### src/cpu_pkg.sv
package cpu_pkg;

    // widths
    localparam int xlen       = 32;
    localparam int reg_addr_w = 5;
    localparam int num_regs   = 1 << reg_addr_w;
    localparam int mem_words  = 256;  // per memory
    localparam int mem_addr_w = 8;    // word index

    // instruction field positions
    localparam int rd_lsb     = 7;
    localparam int funct3_lsb = 12;
    localparam int rs1_lsb    = 15;
    localparam int rs2_lsb    = 20;
    localparam int alt_bit    = 30;  // funct7[5], sub / sra select

    // ecall halts only when x17 == 10
    localparam logic [reg_addr_w-1:0] halt_reg  = 5'd17;
    localparam logic [xlen-1:0]       halt_code = 32'd10;

    typedef enum logic [6:0] {
        op_reg    = 7'b0110011,
        op_imm    = 7'b0010011,
        op_load   = 7'b0000011,
        op_store  = 7'b0100011,
        op_system = 7'b1110011
    } opcode_e;

    typedef enum logic [3:0] {
        alu_add, alu_sub, alu_sll, alu_slt, alu_sltu,
        alu_xor, alu_srl, alu_sra, alu_or, alu_and
    } alu_op_e;

    typedef enum logic [1:0] {
        fwd_none,
        fwd_ex_mem,
        fwd_mem_wb
    } fwd_sel_e;

    typedef struct packed {
        logic    alu_src;     // 1: immediate operand b
        logic    mem_read;
        logic    mem_write;
        logic    mem_to_reg;
        logic    reg_write;
        logic    halt;
        alu_op_e alu_op;
    } ctrl_t;

    typedef struct packed {
        ctrl_t                 ctrl;
        logic [xlen-1:0]       rs1_data;
        logic [xlen-1:0]       rs2_data;
        logic [xlen-1:0]       imm;
        logic [reg_addr_w-1:0] rd;
        logic [reg_addr_w-1:0] rs1;
        logic [reg_addr_w-1:0] rs2;
    } id_ex_t;

    typedef struct packed {
        logic                  mem_read;
        logic                  mem_write;
        logic                  mem_to_reg;
        logic                  reg_write;
        logic                  halt;
        logic [xlen-1:0]       alu_result;
        logic [xlen-1:0]       store_data;
        logic [reg_addr_w-1:0] rd;
    } ex_mem_t;

    typedef struct packed {
        logic                  reg_write;
        logic                  halt;
        logic [reg_addr_w-1:0] rd;
        logic [xlen-1:0]       data;  // final write-back value
    } wb_t;

endpackage

### src/decode_stage.sv
`timescale 1ns/1ps

module decode_stage import cpu_pkg::*; (
    input  logic                  clk,
    input  logic                  reset,
    input  logic                  stall,
    input  logic [xlen-1:0]       if_inst,
    input  ctrl_t                 ctrl,
    input  logic [reg_addr_w-1:0] rs1_addr,
    input  logic [reg_addr_w-1:0] rs2_addr,
    input  wb_t                   wb,
    output logic [xlen-1:0]       rs1_data,
    output id_ex_t                id_ex,
    output logic [xlen-1:0]       print_reg [num_regs]
);

    logic [xlen-1:0] regs [num_regs];
    logic [xlen-1:0] rs2_data;
    logic [xlen-1:0] imm_i, imm_s;
    logic            wb_hit1, wb_hit2;
    id_ex_t          id_ex_next;

    // register file, x0 never written
    always_ff @(posedge clk) begin
        if (reset) begin
            for (int i = 0; i < num_regs; i++)
                regs[i] <= '0;
        end else if (wb.reg_write && wb.rd != '0) begin
            regs[wb.rd] <= wb.data;
        end
    end

    assign print_reg = regs;

    // write-through: same-cycle write shows up on the read port
    assign wb_hit1  = wb.reg_write && wb.rd != '0 && wb.rd == rs1_addr;
    assign wb_hit2  = wb.reg_write && wb.rd != '0 && wb.rd == rs2_addr;
    assign rs1_data = wb_hit1 ? wb.data : regs[rs1_addr];
    assign rs2_data = wb_hit2 ? wb.data : regs[rs2_addr];

    // sign-extended immediates
    assign imm_i = {{20{if_inst[31]}}, if_inst[31:20]};
    assign imm_s = {{20{if_inst[31]}}, if_inst[31:25], if_inst[11:7]};

    always_comb begin
        id_ex_next          = '0;
        id_ex_next.ctrl     = ctrl;
        id_ex_next.rs1_data = rs1_data;
        id_ex_next.rs2_data = rs2_data;
        id_ex_next.imm      = ctrl.mem_write ? imm_s : imm_i;  // store uses S-type
        id_ex_next.rd       = if_inst[rd_lsb +: reg_addr_w];
        id_ex_next.rs1      = rs1_addr;
        id_ex_next.rs2      = rs2_addr;
        if (stall) begin
            id_ex_next.ctrl = '0;  // bubble
            id_ex_next.rd   = '0;
        end
    end

    // ID/EX
    always_ff @(posedge clk) begin
        if (reset) begin
            id_ex <= '0;
        end else begin
            id_ex <= id_ex_next;
        end
    end

endmodule

### config.mk
export PLATFORM = sky130hd
export DESIGN_NAME = decode_stage
export DESIGN_NICKNAME = d
export VERILOG_FILES = /design/src/cpu_pkg.sv /design/src/decode_stage.sv
export SDC_FILE = /design/constraint.sdc
export NUM_CORES = 2
export LEC_CHECK = 0
export BUFFER_PORTS_ARGS = -buffer_cell sky130_fd_sc_hd__buf_2
export CORE_AREA = 2 2 489 491
export CTS_CLUSTER_DIAMETER = 40
export DETAILED_ROUTE_END_ITERATION = 8
export DIE_AREA = 0 0 491 493
export GPL_TIMING_DRIVEN = 0
export PLACE_DENSITY_LB_ADDON = 0.05
export SLEW_MARGIN = 15
export SYNTH_ARGS = -nofsm -noshare
export SYNTH_HDL_FRONTEND = slang
export SYNTH_SLANG_ARGS = --single-unit
### constraint.sdc
create_clock -name clk -period 4.19 [get_ports clk]
set_input_delay 0 -clock clk [delete_from_list [all_inputs] [get_ports clk]]
set_output_delay 0 -clock clk [all_outputs]
set_load 0.005 [all_outputs]
==> impl_metrics.toml <==
[sta]
fin_crit_ns = 4.262
clock_skew_ns = 0.05098
tightest_slew_ns = 1.398
max_clock_freq_mhz = 234.6
fin_ws_ns = -0.07249
final.setup.tns_ns = -0.1036
rsz0062_at_grt = "no"
slew_viol_final = 0
part_of_the_cycle_the_worst_path_needs_pct = 101.7
worst_slew_margin_relative_to_its_limit_pct = 6.782
finalSetupViolCount = 3
report.final.hold_viol_count = 0
whs_ns = 0.05096

[global_route]
first_global_vias = 56181
grtUsageTotal_pct = 38.16
antenna_found_initial = 59
grt_max_degree = 22
gr-total-overflow = 0
first_pass_grt_wire_length_um = 603200

[cts]
tritoncts_clock_tree = "built"
clock_path_buffers = 4
buffers_inserted_during_post_cts_setup_optimization = 0
htreeDepth = 5
tritoncts.num_buffers = 309
clk_transition_reported_paths_ns = 0.04
numClockSinks = 1125
clk-insertion-delay-late_ns = 0.95
cts-root-buf = "sky130_fd_sc_hd__clkbuf_16"

[finish]
layout-area-overhead-vs-synth_pct = 40.68
final_design_area_no_fill_um2 = 77910
design.final.nets = 8035
most-common-layout-cells = "sky130_fd_sc_hd__nand2_1, sky130_fd_sc_hd__buf_2, sky130_fd_sc_hd__dfxtp_1"
layout_commonest_cell = "sky130_fd_sc_hd__nand2_1"
largest_register_ffs = 1024
final_cells = 11367
final_util_pct = 32.88
post_route_cells_drive_above_1_share_pct = 30.24

[setup_path]
critical_path.endpoint_type = "flip-flop"
worst_path_max_delay_cell = "sky130_fd_sc_hd__o21ai_0"
crit_arrival_ns = 4.97
cp_top_family = "compound AO/OA/AOI/OAI gates"
critPathKind = "input port to flip-flop"
crit_path_cell_trace = "buf_4 -> buf_4 -> buf_4 -> buf_2 -> mux2i_1 -> a22oi_1 -> a22oi_1 -> o211ai_1 -> a21oi_1 -> o21ai_0"
cp_data_required_time_ns = 4.90
cp_common_cell = "sky130_fd_sc_hd__buf_4"
critical_path_peak_fanout = 10
timing.critical_path.buf_inv = 4
slowest_delay_ns = 0.92
startpoint_type = "input port"

[pwr]
ir_worst_vdd_v = 0.0004185
power.density_nw_per_um2 = 495.3
p_total_mw = 38.59
p_leak_nw = 30.99

[place]
detailedPlace.worstSlack_ns = -0.7558
place_congestion = 0.9894
detailed_place.area_um2 = 66140
hpwlAfterDp_um = 391800
port_buffers = 1209
placedCellCount = 10670

[floorplan]
rows = 179
die_area_um2 = 242100
io-pin-count = 1271
initial_core_util_pct = 23.37
core_um2 = 237000
die_x_um = 491
die_height_um = 493

[route]
drtIter0Drc = 7608
dr_total_vias = 61744
post-route-drc-count = 0
detail_route.first_pass.iterations = 6
avgRoutedWirePerCell_um = 42.47
detail-route-antenna-nets = 0
via_per_instance_ratio = 5.432
wirelength_um = 482700

[synthesis]
synth_area_per_cell_um2 = 8.839
synth_net_count = 6359
synth-edff-count = 0
yosys_register_bits = 1125
synthesis.area_um2 = 55380
async_flop_share_pct = 0
synth.distinct_cells = 45
synth.yosys.warnings = 0
synth_top_flop_cell = "sky130_fd_sc_hd__dfxtp_1"
ys_seq_area_share_pct = 40.67
postSynthCellCount = 6265

[status]
run_status = "complete, but fails checks"
violations = "negative setup slack"

[hold_path]
worstHoldPathType = "input port to flip-flop"

[run]
drv.max_cap_violation_count = 0
==> cells by family (layout without fill, tap and decap cells) <==
family | Yosys count | after routing | share of synthesized area, %
flops | 1125 | 1125 | 40.67
simple gates | 2327 | 2327 | 16.59
other cells | 0 | 34 | 0
xor+xnor | 10 | 10 | 0.1582
mux | 741 | 741 | 23.55
buf+inv | 713 | 2614 | 5.599
compound gates | 1349 | 1349 | 13.43
==> where the power goes <==
group / internal, mW / switching [mW]
clock: 16.6 / 7.66
sequential: 10.8 / 0.123
combinational: 0.843 / 2.51
total: 28.3 / 10.3
==> routing by layer <==
| metal | GRT usage (%) | part of all wire, % | vias to the layer above |
|---|---|---|---|
| met5 | 0 | 0.017 | - |
| met4 | 23.18 | 6.9 | 12 |
| met3 | 14.21 | 11 | 865 |
| met2 | 57.97 | 43 | 4104 |
| met1 | 45.78 | 38 | 31446 |
| li1 | - | - | 25317 |
==> final timing paths <==
path / slack, ns / cells past startpoint / start / end
max: -0.07 / 10 / rs2_addr[0] / id_ex[61]$_SDFF_PP0_
min: 0.05 / 4 / if_inst[21] / id_ex[16]$_SDFF_PP0_
max reg2reg: 0.85 / 6 / print_reg[750]$_SDFFE_PP0P_ / id_ex[61]$_SDFF_PP0_
min reg2reg: 0.48 / 2 / print_reg[227]$_SDFFE_PP0P_ / print_reg[227]$_SDFFE_PP0P_
==> tightest hold or removal path, cell delays in order <==
cell,delay (ns)
sky130_fd_sc_hd__dlygate4sd3_1,0.52
sky130_fd_sc_hd__buf_2,0.10
sky130_fd_sc_hd__mux2i_1,0.14
sky130_fd_sc_hd__nor2_1,0.16
==> cells in the mapped netlist (all sizes together), types with 7 or more instances <==
| library cell | number | share of area, % |
|---|---|---|
| nor2 | 109 | 0.74 |
| nand2 | 2035 | 14 |
| and2 | 18 | 0.20 |
| nor3 | 7 | 0.063 |
| xor2 | 8 | 0.13 |
| o21ai | 68 | 0.61 |
| clkbuf | 520 | 3.6 |
| a21oi | 1087 | 9.8 |
| a221oi | 62 | 0.98 |
| o211ai | 10 | 0.14 |
| dfxtp | 1125 | 41 |
| a22o | 14 | 0.22 |
| nor2b | 92 | 1.0 |
| mux2 | 16 | 0.33 |
| mux2i | 277 | 5.0 |
| nand3 | 26 | 0.23 |
| nand2b | 9 | 0.10 |
| nand3b | 10 | 0.14 |
| a221o | 39 | 0.70 |
| buf | 185 | 2.0 |
| mux4 | 448 | 18 |
| a22oi | 42 | 0.57 |
| inv | 8 | 0.054 |
==> layout make-up <==
class / instances / area [um^2]
Sequential cell: 1125 / 22520
Buffer: 705 / 3157
Clock buffer: 400 / 8691
Fill cell: 25076 / 159000
Inverter: 8 / 30.03
Antenna cell: 34 / 85.08
Tap cell: 3167 / 3963
Multi-Input combinational cell: 4427 / 29780
Clock inverter: 136 / 1710
Timing Repair Buffer: 1365 / 7970
==> repair_timing <==
| action | in CTS | in global routing |
|---|---|---|
| setup endpoints to repair | 1 | 0 |
| gates resized for setup | 1 | 0 |
| hold buffers | 126 | 0 |
| endpoints found under the hold margin | 901 | 0 |
Power figures use the tool's default switching activity.
