`src/cpu_pkg.sv`:
```
package cpu_pkg;

    // widths
    localparam int xlen       = 32;
    localparam int reg_addr_w = 5;
    localparam int num_regs   = 1 << reg_addr_w;
    localparam int mem_words  = 256;  // per memory
    localparam int mem_addr_w = 8;    // word index

    // instruction field positions
    localparam int rd_lsb     = 7;
    localparam int funct3_lsb = 12;
    localparam int rs1_lsb    = 15;
    localparam int rs2_lsb    = 20;
    localparam int alt_bit    = 30;  // funct7[5], sub / sra select

    // ecall halts only when x17 == 10
    localparam logic [reg_addr_w-1:0] halt_reg  = 5'd17;
    localparam logic [xlen-1:0]       halt_code = 32'd10;

    typedef enum logic [6:0] {
        op_reg    = 7'b0110011,
        op_imm    = 7'b0010011,
        op_load   = 7'b0000011,
        op_store  = 7'b0100011,
        op_system = 7'b1110011
    } opcode_e;

    typedef enum logic [3:0] {
        alu_add, alu_sub, alu_sll, alu_slt, alu_sltu,
        alu_xor, alu_srl, alu_sra, alu_or, alu_and
    } alu_op_e;

    typedef enum logic [1:0] {
        fwd_none,
        fwd_ex_mem,
        fwd_mem_wb
    } fwd_sel_e;

    typedef struct packed {
        logic    alu_src;     // 1: immediate operand b
        logic    mem_read;
        logic    mem_write;
        logic    mem_to_reg;
        logic    reg_write;
        logic    halt;
        alu_op_e alu_op;
    } ctrl_t;

    typedef struct packed {
        ctrl_t                 ctrl;
        logic [xlen-1:0]       rs1_data;
        logic [xlen-1:0]       rs2_data;
        logic [xlen-1:0]       imm;
        logic [reg_addr_w-1:0] rd;
        logic [reg_addr_w-1:0] rs1;
        logic [reg_addr_w-1:0] rs2;
    } id_ex_t;

    typedef struct packed {
        logic                  mem_read;
        logic                  mem_write;
        logic                  mem_to_reg;
        logic                  reg_write;
        logic                  halt;
        logic [xlen-1:0]       alu_result;
        logic [xlen-1:0]       store_data;
        logic [reg_addr_w-1:0] rd;
    } ex_mem_t;

    typedef struct packed {
        logic                  reg_write;
        logic                  halt;
        logic [reg_addr_w-1:0] rd;
        logic [xlen-1:0]       data;  // final write-back value
    } wb_t;

endpackage

```
`src/pipe_control.sv`:
```
`timescale 1ns/1ps

module pipe_control import cpu_pkg::*; (
    input  logic [xlen-1:0]       if_inst,
    input  logic [xlen-1:0]       rs1_data,   // write-through value, halt test only
    input  id_ex_t                id_ex,
    input  ex_mem_t               ex_mem,
    input  wb_t                   wb,
    output ctrl_t                 ctrl,
    output logic [reg_addr_w-1:0] rs1_addr,
    output logic [reg_addr_w-1:0] rs2_addr,
    output logic                  stall,
    output fwd_sel_e              fwd_a,
    output fwd_sel_e              fwd_b
);

    opcode_e    opcode;
    logic [2:0] funct3;
    logic       is_ecall;
    logic       uses_rs1, uses_rs2;
    logic       load_use;
    logic       ecall_wait;

    // funct3 to alu function, sub only for register form
    function automatic alu_op_e alu_decode(input logic [2:0] f3, input logic alt,
                                           input logic allow_sub);
        case (f3)
            3'b000:  return (alt && allow_sub) ? alu_sub : alu_add;
            3'b001:  return alu_sll;
            3'b010:  return alu_slt;
            3'b011:  return alu_sltu;
            3'b100:  return alu_xor;
            3'b101:  return alt ? alu_sra : alu_srl;
            3'b110:  return alu_or;
            default: return alu_and;
        endcase
    endfunction

    // newest writer wins, x0 never forwarded
    function automatic fwd_sel_e fwd_pick(input logic [reg_addr_w-1:0] src, input ex_mem_t exm,
                                          input wb_t w);
        if (exm.reg_write && exm.rd != '0 && exm.rd == src)
            return fwd_ex_mem;
        else if (w.reg_write && w.rd != '0 && w.rd == src)
            return fwd_mem_wb;
        return fwd_none;
    endfunction

    assign opcode   = opcode_e'(if_inst[6:0]);
    assign funct3   = if_inst[funct3_lsb +: 3];
    assign is_ecall = (opcode == op_system);

    // ecall reads x17 through the rs1 port
    assign rs1_addr = is_ecall ? halt_reg : if_inst[rs1_lsb +: reg_addr_w];
    assign rs2_addr = if_inst[rs2_lsb +: reg_addr_w];

    always_comb begin
        ctrl     = '0;  // unknown opcodes fall out as nops
        uses_rs1 = 1'b0;
        uses_rs2 = 1'b0;
        case (opcode)
            op_reg: begin
                ctrl.reg_write = 1'b1;
                ctrl.alu_op    = alu_decode(funct3, if_inst[alt_bit], 1'b1);
                uses_rs1       = 1'b1;
                uses_rs2       = 1'b1;
            end
            op_imm: begin
                ctrl.alu_src   = 1'b1;
                ctrl.reg_write = 1'b1;
                ctrl.alu_op    = alu_decode(funct3, if_inst[alt_bit], 1'b0);
                uses_rs1       = 1'b1;
            end
            op_load: begin
                ctrl.alu_src    = 1'b1;  // base + offset
                ctrl.mem_read   = 1'b1;
                ctrl.mem_to_reg = 1'b1;
                ctrl.reg_write  = 1'b1;
                uses_rs1        = 1'b1;
            end
            op_store: begin
                ctrl.alu_src   = 1'b1;
                ctrl.mem_write = 1'b1;
                uses_rs1       = 1'b1;
                uses_rs2       = 1'b1;  // store data
            end
            op_system: begin
                ctrl.halt = (rs1_data == halt_code);  // else a plain nop
                uses_rs1  = 1'b1;
            end
            default: ;
        endcase
    end

    // load in EX whose rd feeds the instruction in decode
    assign load_use = id_ex.ctrl.mem_read && id_ex.rd != '0 &&
                      ((uses_rs1 && id_ex.rd == rs1_addr) ||
                       (uses_rs2 && id_ex.rd == rs2_addr));

    // x17 not yet visible through write-through
    assign ecall_wait = is_ecall &&
                        ((id_ex.ctrl.reg_write && id_ex.rd == halt_reg) ||
                         (ex_mem.reg_write && ex_mem.rd == halt_reg));

    assign stall = load_use || ecall_wait;

    assign fwd_a = fwd_pick(id_ex.rs1, ex_mem, wb);
    assign fwd_b = fwd_pick(id_ex.rs2, ex_mem, wb);

endmodule

```
`config.mk`:
```
export PLATFORM = sky130hd
export DESIGN_NAME = pipe_control
export DESIGN_NICKNAME = d
export VERILOG_FILES = /design/src/cpu_pkg.sv /design/src/pipe_control.sv
export SDC_FILE = /design/constraint.sdc
export NUM_CORES = 1
export LEC_CHECK = 0
export ABC_AREA = 1
export BUFFER_PORTS_ARGS = -buffer_cell sky130_fd_sc_hd__buf_2
export CAP_MARGIN = 10
export CORE_AREA = 4 4 122 124
export DETAILED_ROUTE_END_ITERATION = 16
export DIE_AREA = 0 0 126 128
export SYNTH_ARGS = -nofsm -noshare
export SYNTH_HDL_FRONTEND = slang
export SYNTH_SLANG_ARGS = --single-unit
```
`constraint.sdc`:
```
create_clock -name vclk -period 1
set_input_delay 0.05 -clock vclk [all_inputs]
set_output_delay 0.05 -clock vclk [all_outputs]
set_load 0.02 [all_outputs]
```
==> qor_table.md <==
| Result | This run |
|---|---|
| Status | finished, violations left |
| Failing checks | negative setup slack |
| CP Launch Type | input pin |
| Number of cells produced by synthesis | 159 |
| Transition time of the tightest slew-check pin | 305 ps |
| First-pass detailed-route iteration total | 4 |
| Average wire length per cell after detail routing | 11.8 um |
| Global routing usage on met2 | 0.0970 |
| Fraction of final layout cells with drive strength greater than 1 | 0.643 |
| Total cell area at the placement stage | 1830 sq um |
| Height of the die | 128 um |
| Power per cell area | 326 nW/um^2 |
| Top delay family on crit path | simple AND/OR/NAND/NOR gates |
| Maximum vdd drop | 0.0702 mV |
| Net count after synthesis | 457 |
| Clock buf count | 0 |
| Required time of the worst setup path | 950 ps |
| Count of placed standard cells including taps | 470 |
| Initial standard-cell utilization of the core | 0.0615 |
| Cell chain of the critical path | buf_6, inv_4, nand4_1, nor2_2, nand2_1, nand3b_1, nand2_1, nand2_1, nand2_2, buf_6 |
| Ratio of final minimum period to clock period | 1.21 |
| Iteration-0 DRC count of the detailed router | 38 |
| DRC violation count after routing | 0 |
| Count of antenna-violating nets left after detailed routing | 0 |
| Number of global-route vias before repair | 1,450 |
| Path length in cells of the critical path | 10 |
| Global-route layer with the greatest usage | met2 |
| Worst min-delay path class | input pin to primary output |
| Initial antenna violation count | 4 |
| Netlist area before placement | 847 sq um |
| Global-route wire length before repair | 7780 um |
| Met1 track demand over resource | 0.0789 |
| Detailed placer's ending HPWL | 5030 um |
| Number of max-cap violations | 0 |
| Via-per-instance ratio | 3.24 |
| Total of warnings raised by yosys | 0 |
| Crit path max fanout | 3 |
| Grt total ovfl | 0 |
| Area enclosed by the die boundary | 16,100 sq um |
| Post-synthesis to final-layout area growth | 165% |
| Unrepaired setup endpoints after global routing | true |
| Number of endpoints with negative hold slack in the final report | 0 |
| Sum of buffers and inverters on the critical path | 3 |
| Maximum frequency from static timing analysis | 0.830 GHz |
| Pin count of the biggest net entering global routing | 7 |
| Die width | 126 um |
| Core area | 13,800 sq um |
| Final sequential cell count | 0 |
| Category of the most critical setup path | input pin to primary output |
| Met3 Usage GRT | 0.0358 |
| Utilization after layout | 0.163 |
| Static Leak | 1.11 nW |
| Pins over their slew limit | 0 |
| Slowest stage cell on the critical path | sky130_fd_sc_hd__nor2_2 |
| Min Clock Period, post-route | 1210 ps |
| Count of port buffers added during placement | 107 |
| Overall routed net length | 5560 um |
| Relative slew slack | 0.796 |
| Critical path's largest stage delay | 240 ps |
| Hold Path Depth | 2 |
| Number of antenna cells inserted | 0 |
| DR vias | 1,527 |
| Most frequent CP cell | sky130_fd_sc_hd__nand2_1 |
| Average size of a mapped cell | 5.33 sq um |
| # setup viols final | 13 |
| Nets | 591 |
| Footprint of the flip-flops and latches | 0 sq um |
| Post-layout worst setup margin | -205 ps |
| Data arrival at the endpoint of the critical path | 1160 ps |
| Count of boundary I/O pins | 323 |
| Overall global routing resource usage | 0.0618 |
| Share of the yosys chip area belonging to registers | 0 |
| Fillcell total | 1,619 |
| Placement Rows | 43 |
| Area of all placed cells without fillers | 2240 sq um |
| Final estimated routing congestion in global placement | 0.780 |
| Post-layout instance count excluding filler cells | 471 |
| Element type at the critical path end | primary output |
| Number of distinct library cell variants in the gate-level netlist after synthesis | 21 |
metrics by stage:
step           setup WS, ps  setup TNS (ps)  hold slack [ps]  power, W
6_report               -205           -1670              348  0.000731
5_1_grt                -288           -2670              354  0.000804
4_1_cts                -234           -1850              351  0.000654
3_5_place_dp           -450           -4460              350  0.000603
3_3_place_gp           -427           -4180              347  0.000595
2_1_floorplan         -49.8            -113              155  0.000246
final timing paths:
check | start | end | slack (ps)
hold / removal | if_inst[22] | rs2_addr[2] | 350
setup / recovery | if_inst[2] | stall | -210
synth_stat cells, drive strengths merged (3+ instances only):
master	count	share of area
nor4	5	0.037
buf	7	0.066
o41ai	3	0.031
nand2	31	0.14
xnor2	11	0.11
nor2	26	0.12
inv	26	0.12
a21oi	7	0.041
nand4	8	0.059
nand3	6	0.041
nor3	9	0.053
xor2	10	0.10
timing repair:
action	in CTS	in global routing
hold buffers	0	0
endpoints found under the setup margin	20	19
gates resized for setup	50	54
pin swaps	20	27
setup buffers	2	0
gates cloned	1	0
layer usage:
metal  up-vias  wire length (um)
met2        90              2320
met4         8                12
li1        782                 -
met1       639              2390
met3         8               794
met5         -                43
layout by cell type, fill, tap and decap left out, types with 5 or more instances in the layout:
cell | Yosys | layout
sky130_fd_sc_hd__buf_6 | 1 | 27
sky130_fd_sc_hd__xnor2_1 | 11 | 6
sky130_fd_sc_hd__buf_2 | 0 | 81
sky130_fd_sc_hd__buf_4 | 6 | 29
sky130_fd_sc_hd__inv_1 | 26 | 22
sky130_fd_sc_hd__xnor2_2 | 0 | 5
sky130_fd_sc_hd__nand2_2 | 2 | 6
sky130_fd_sc_hd__nand4_1 | 8 | 8
sky130_fd_sc_hd__xor2_1 | 10 | 8
sky130_fd_sc_hd__nand2_1 | 29 | 22
sky130_fd_sc_hd__nor2_1 | 25 | 18
power breakdown:
group / switching [W] / internal [W]
clock network: 0 / 0
registers: 0 / 0
logic: 0.000352 / 0.000379
total: 0.000352 / 0.000379
kinds of logic (layout without fill, tap and decap cells):
group | after synthesis | after routing | share of synthesized area
and+or+nand+nor | 89 | 90 | 0.484
buffers and inverters | 33 | 164 | 0.182
xor gates and xnor gates | 21 | 21 | 0.217
AOI/OAI and AO/OA | 16 | 16 | 0.117
final cells by class:
class,count,area [sq um],area share
multi-input combinational,127,971,0.433
timing repair buffer,138,942,0.420
tap,180,225,0.100
inverter,26,105,0.0468
Note: power is estimated with default switching activity, not from simulation.
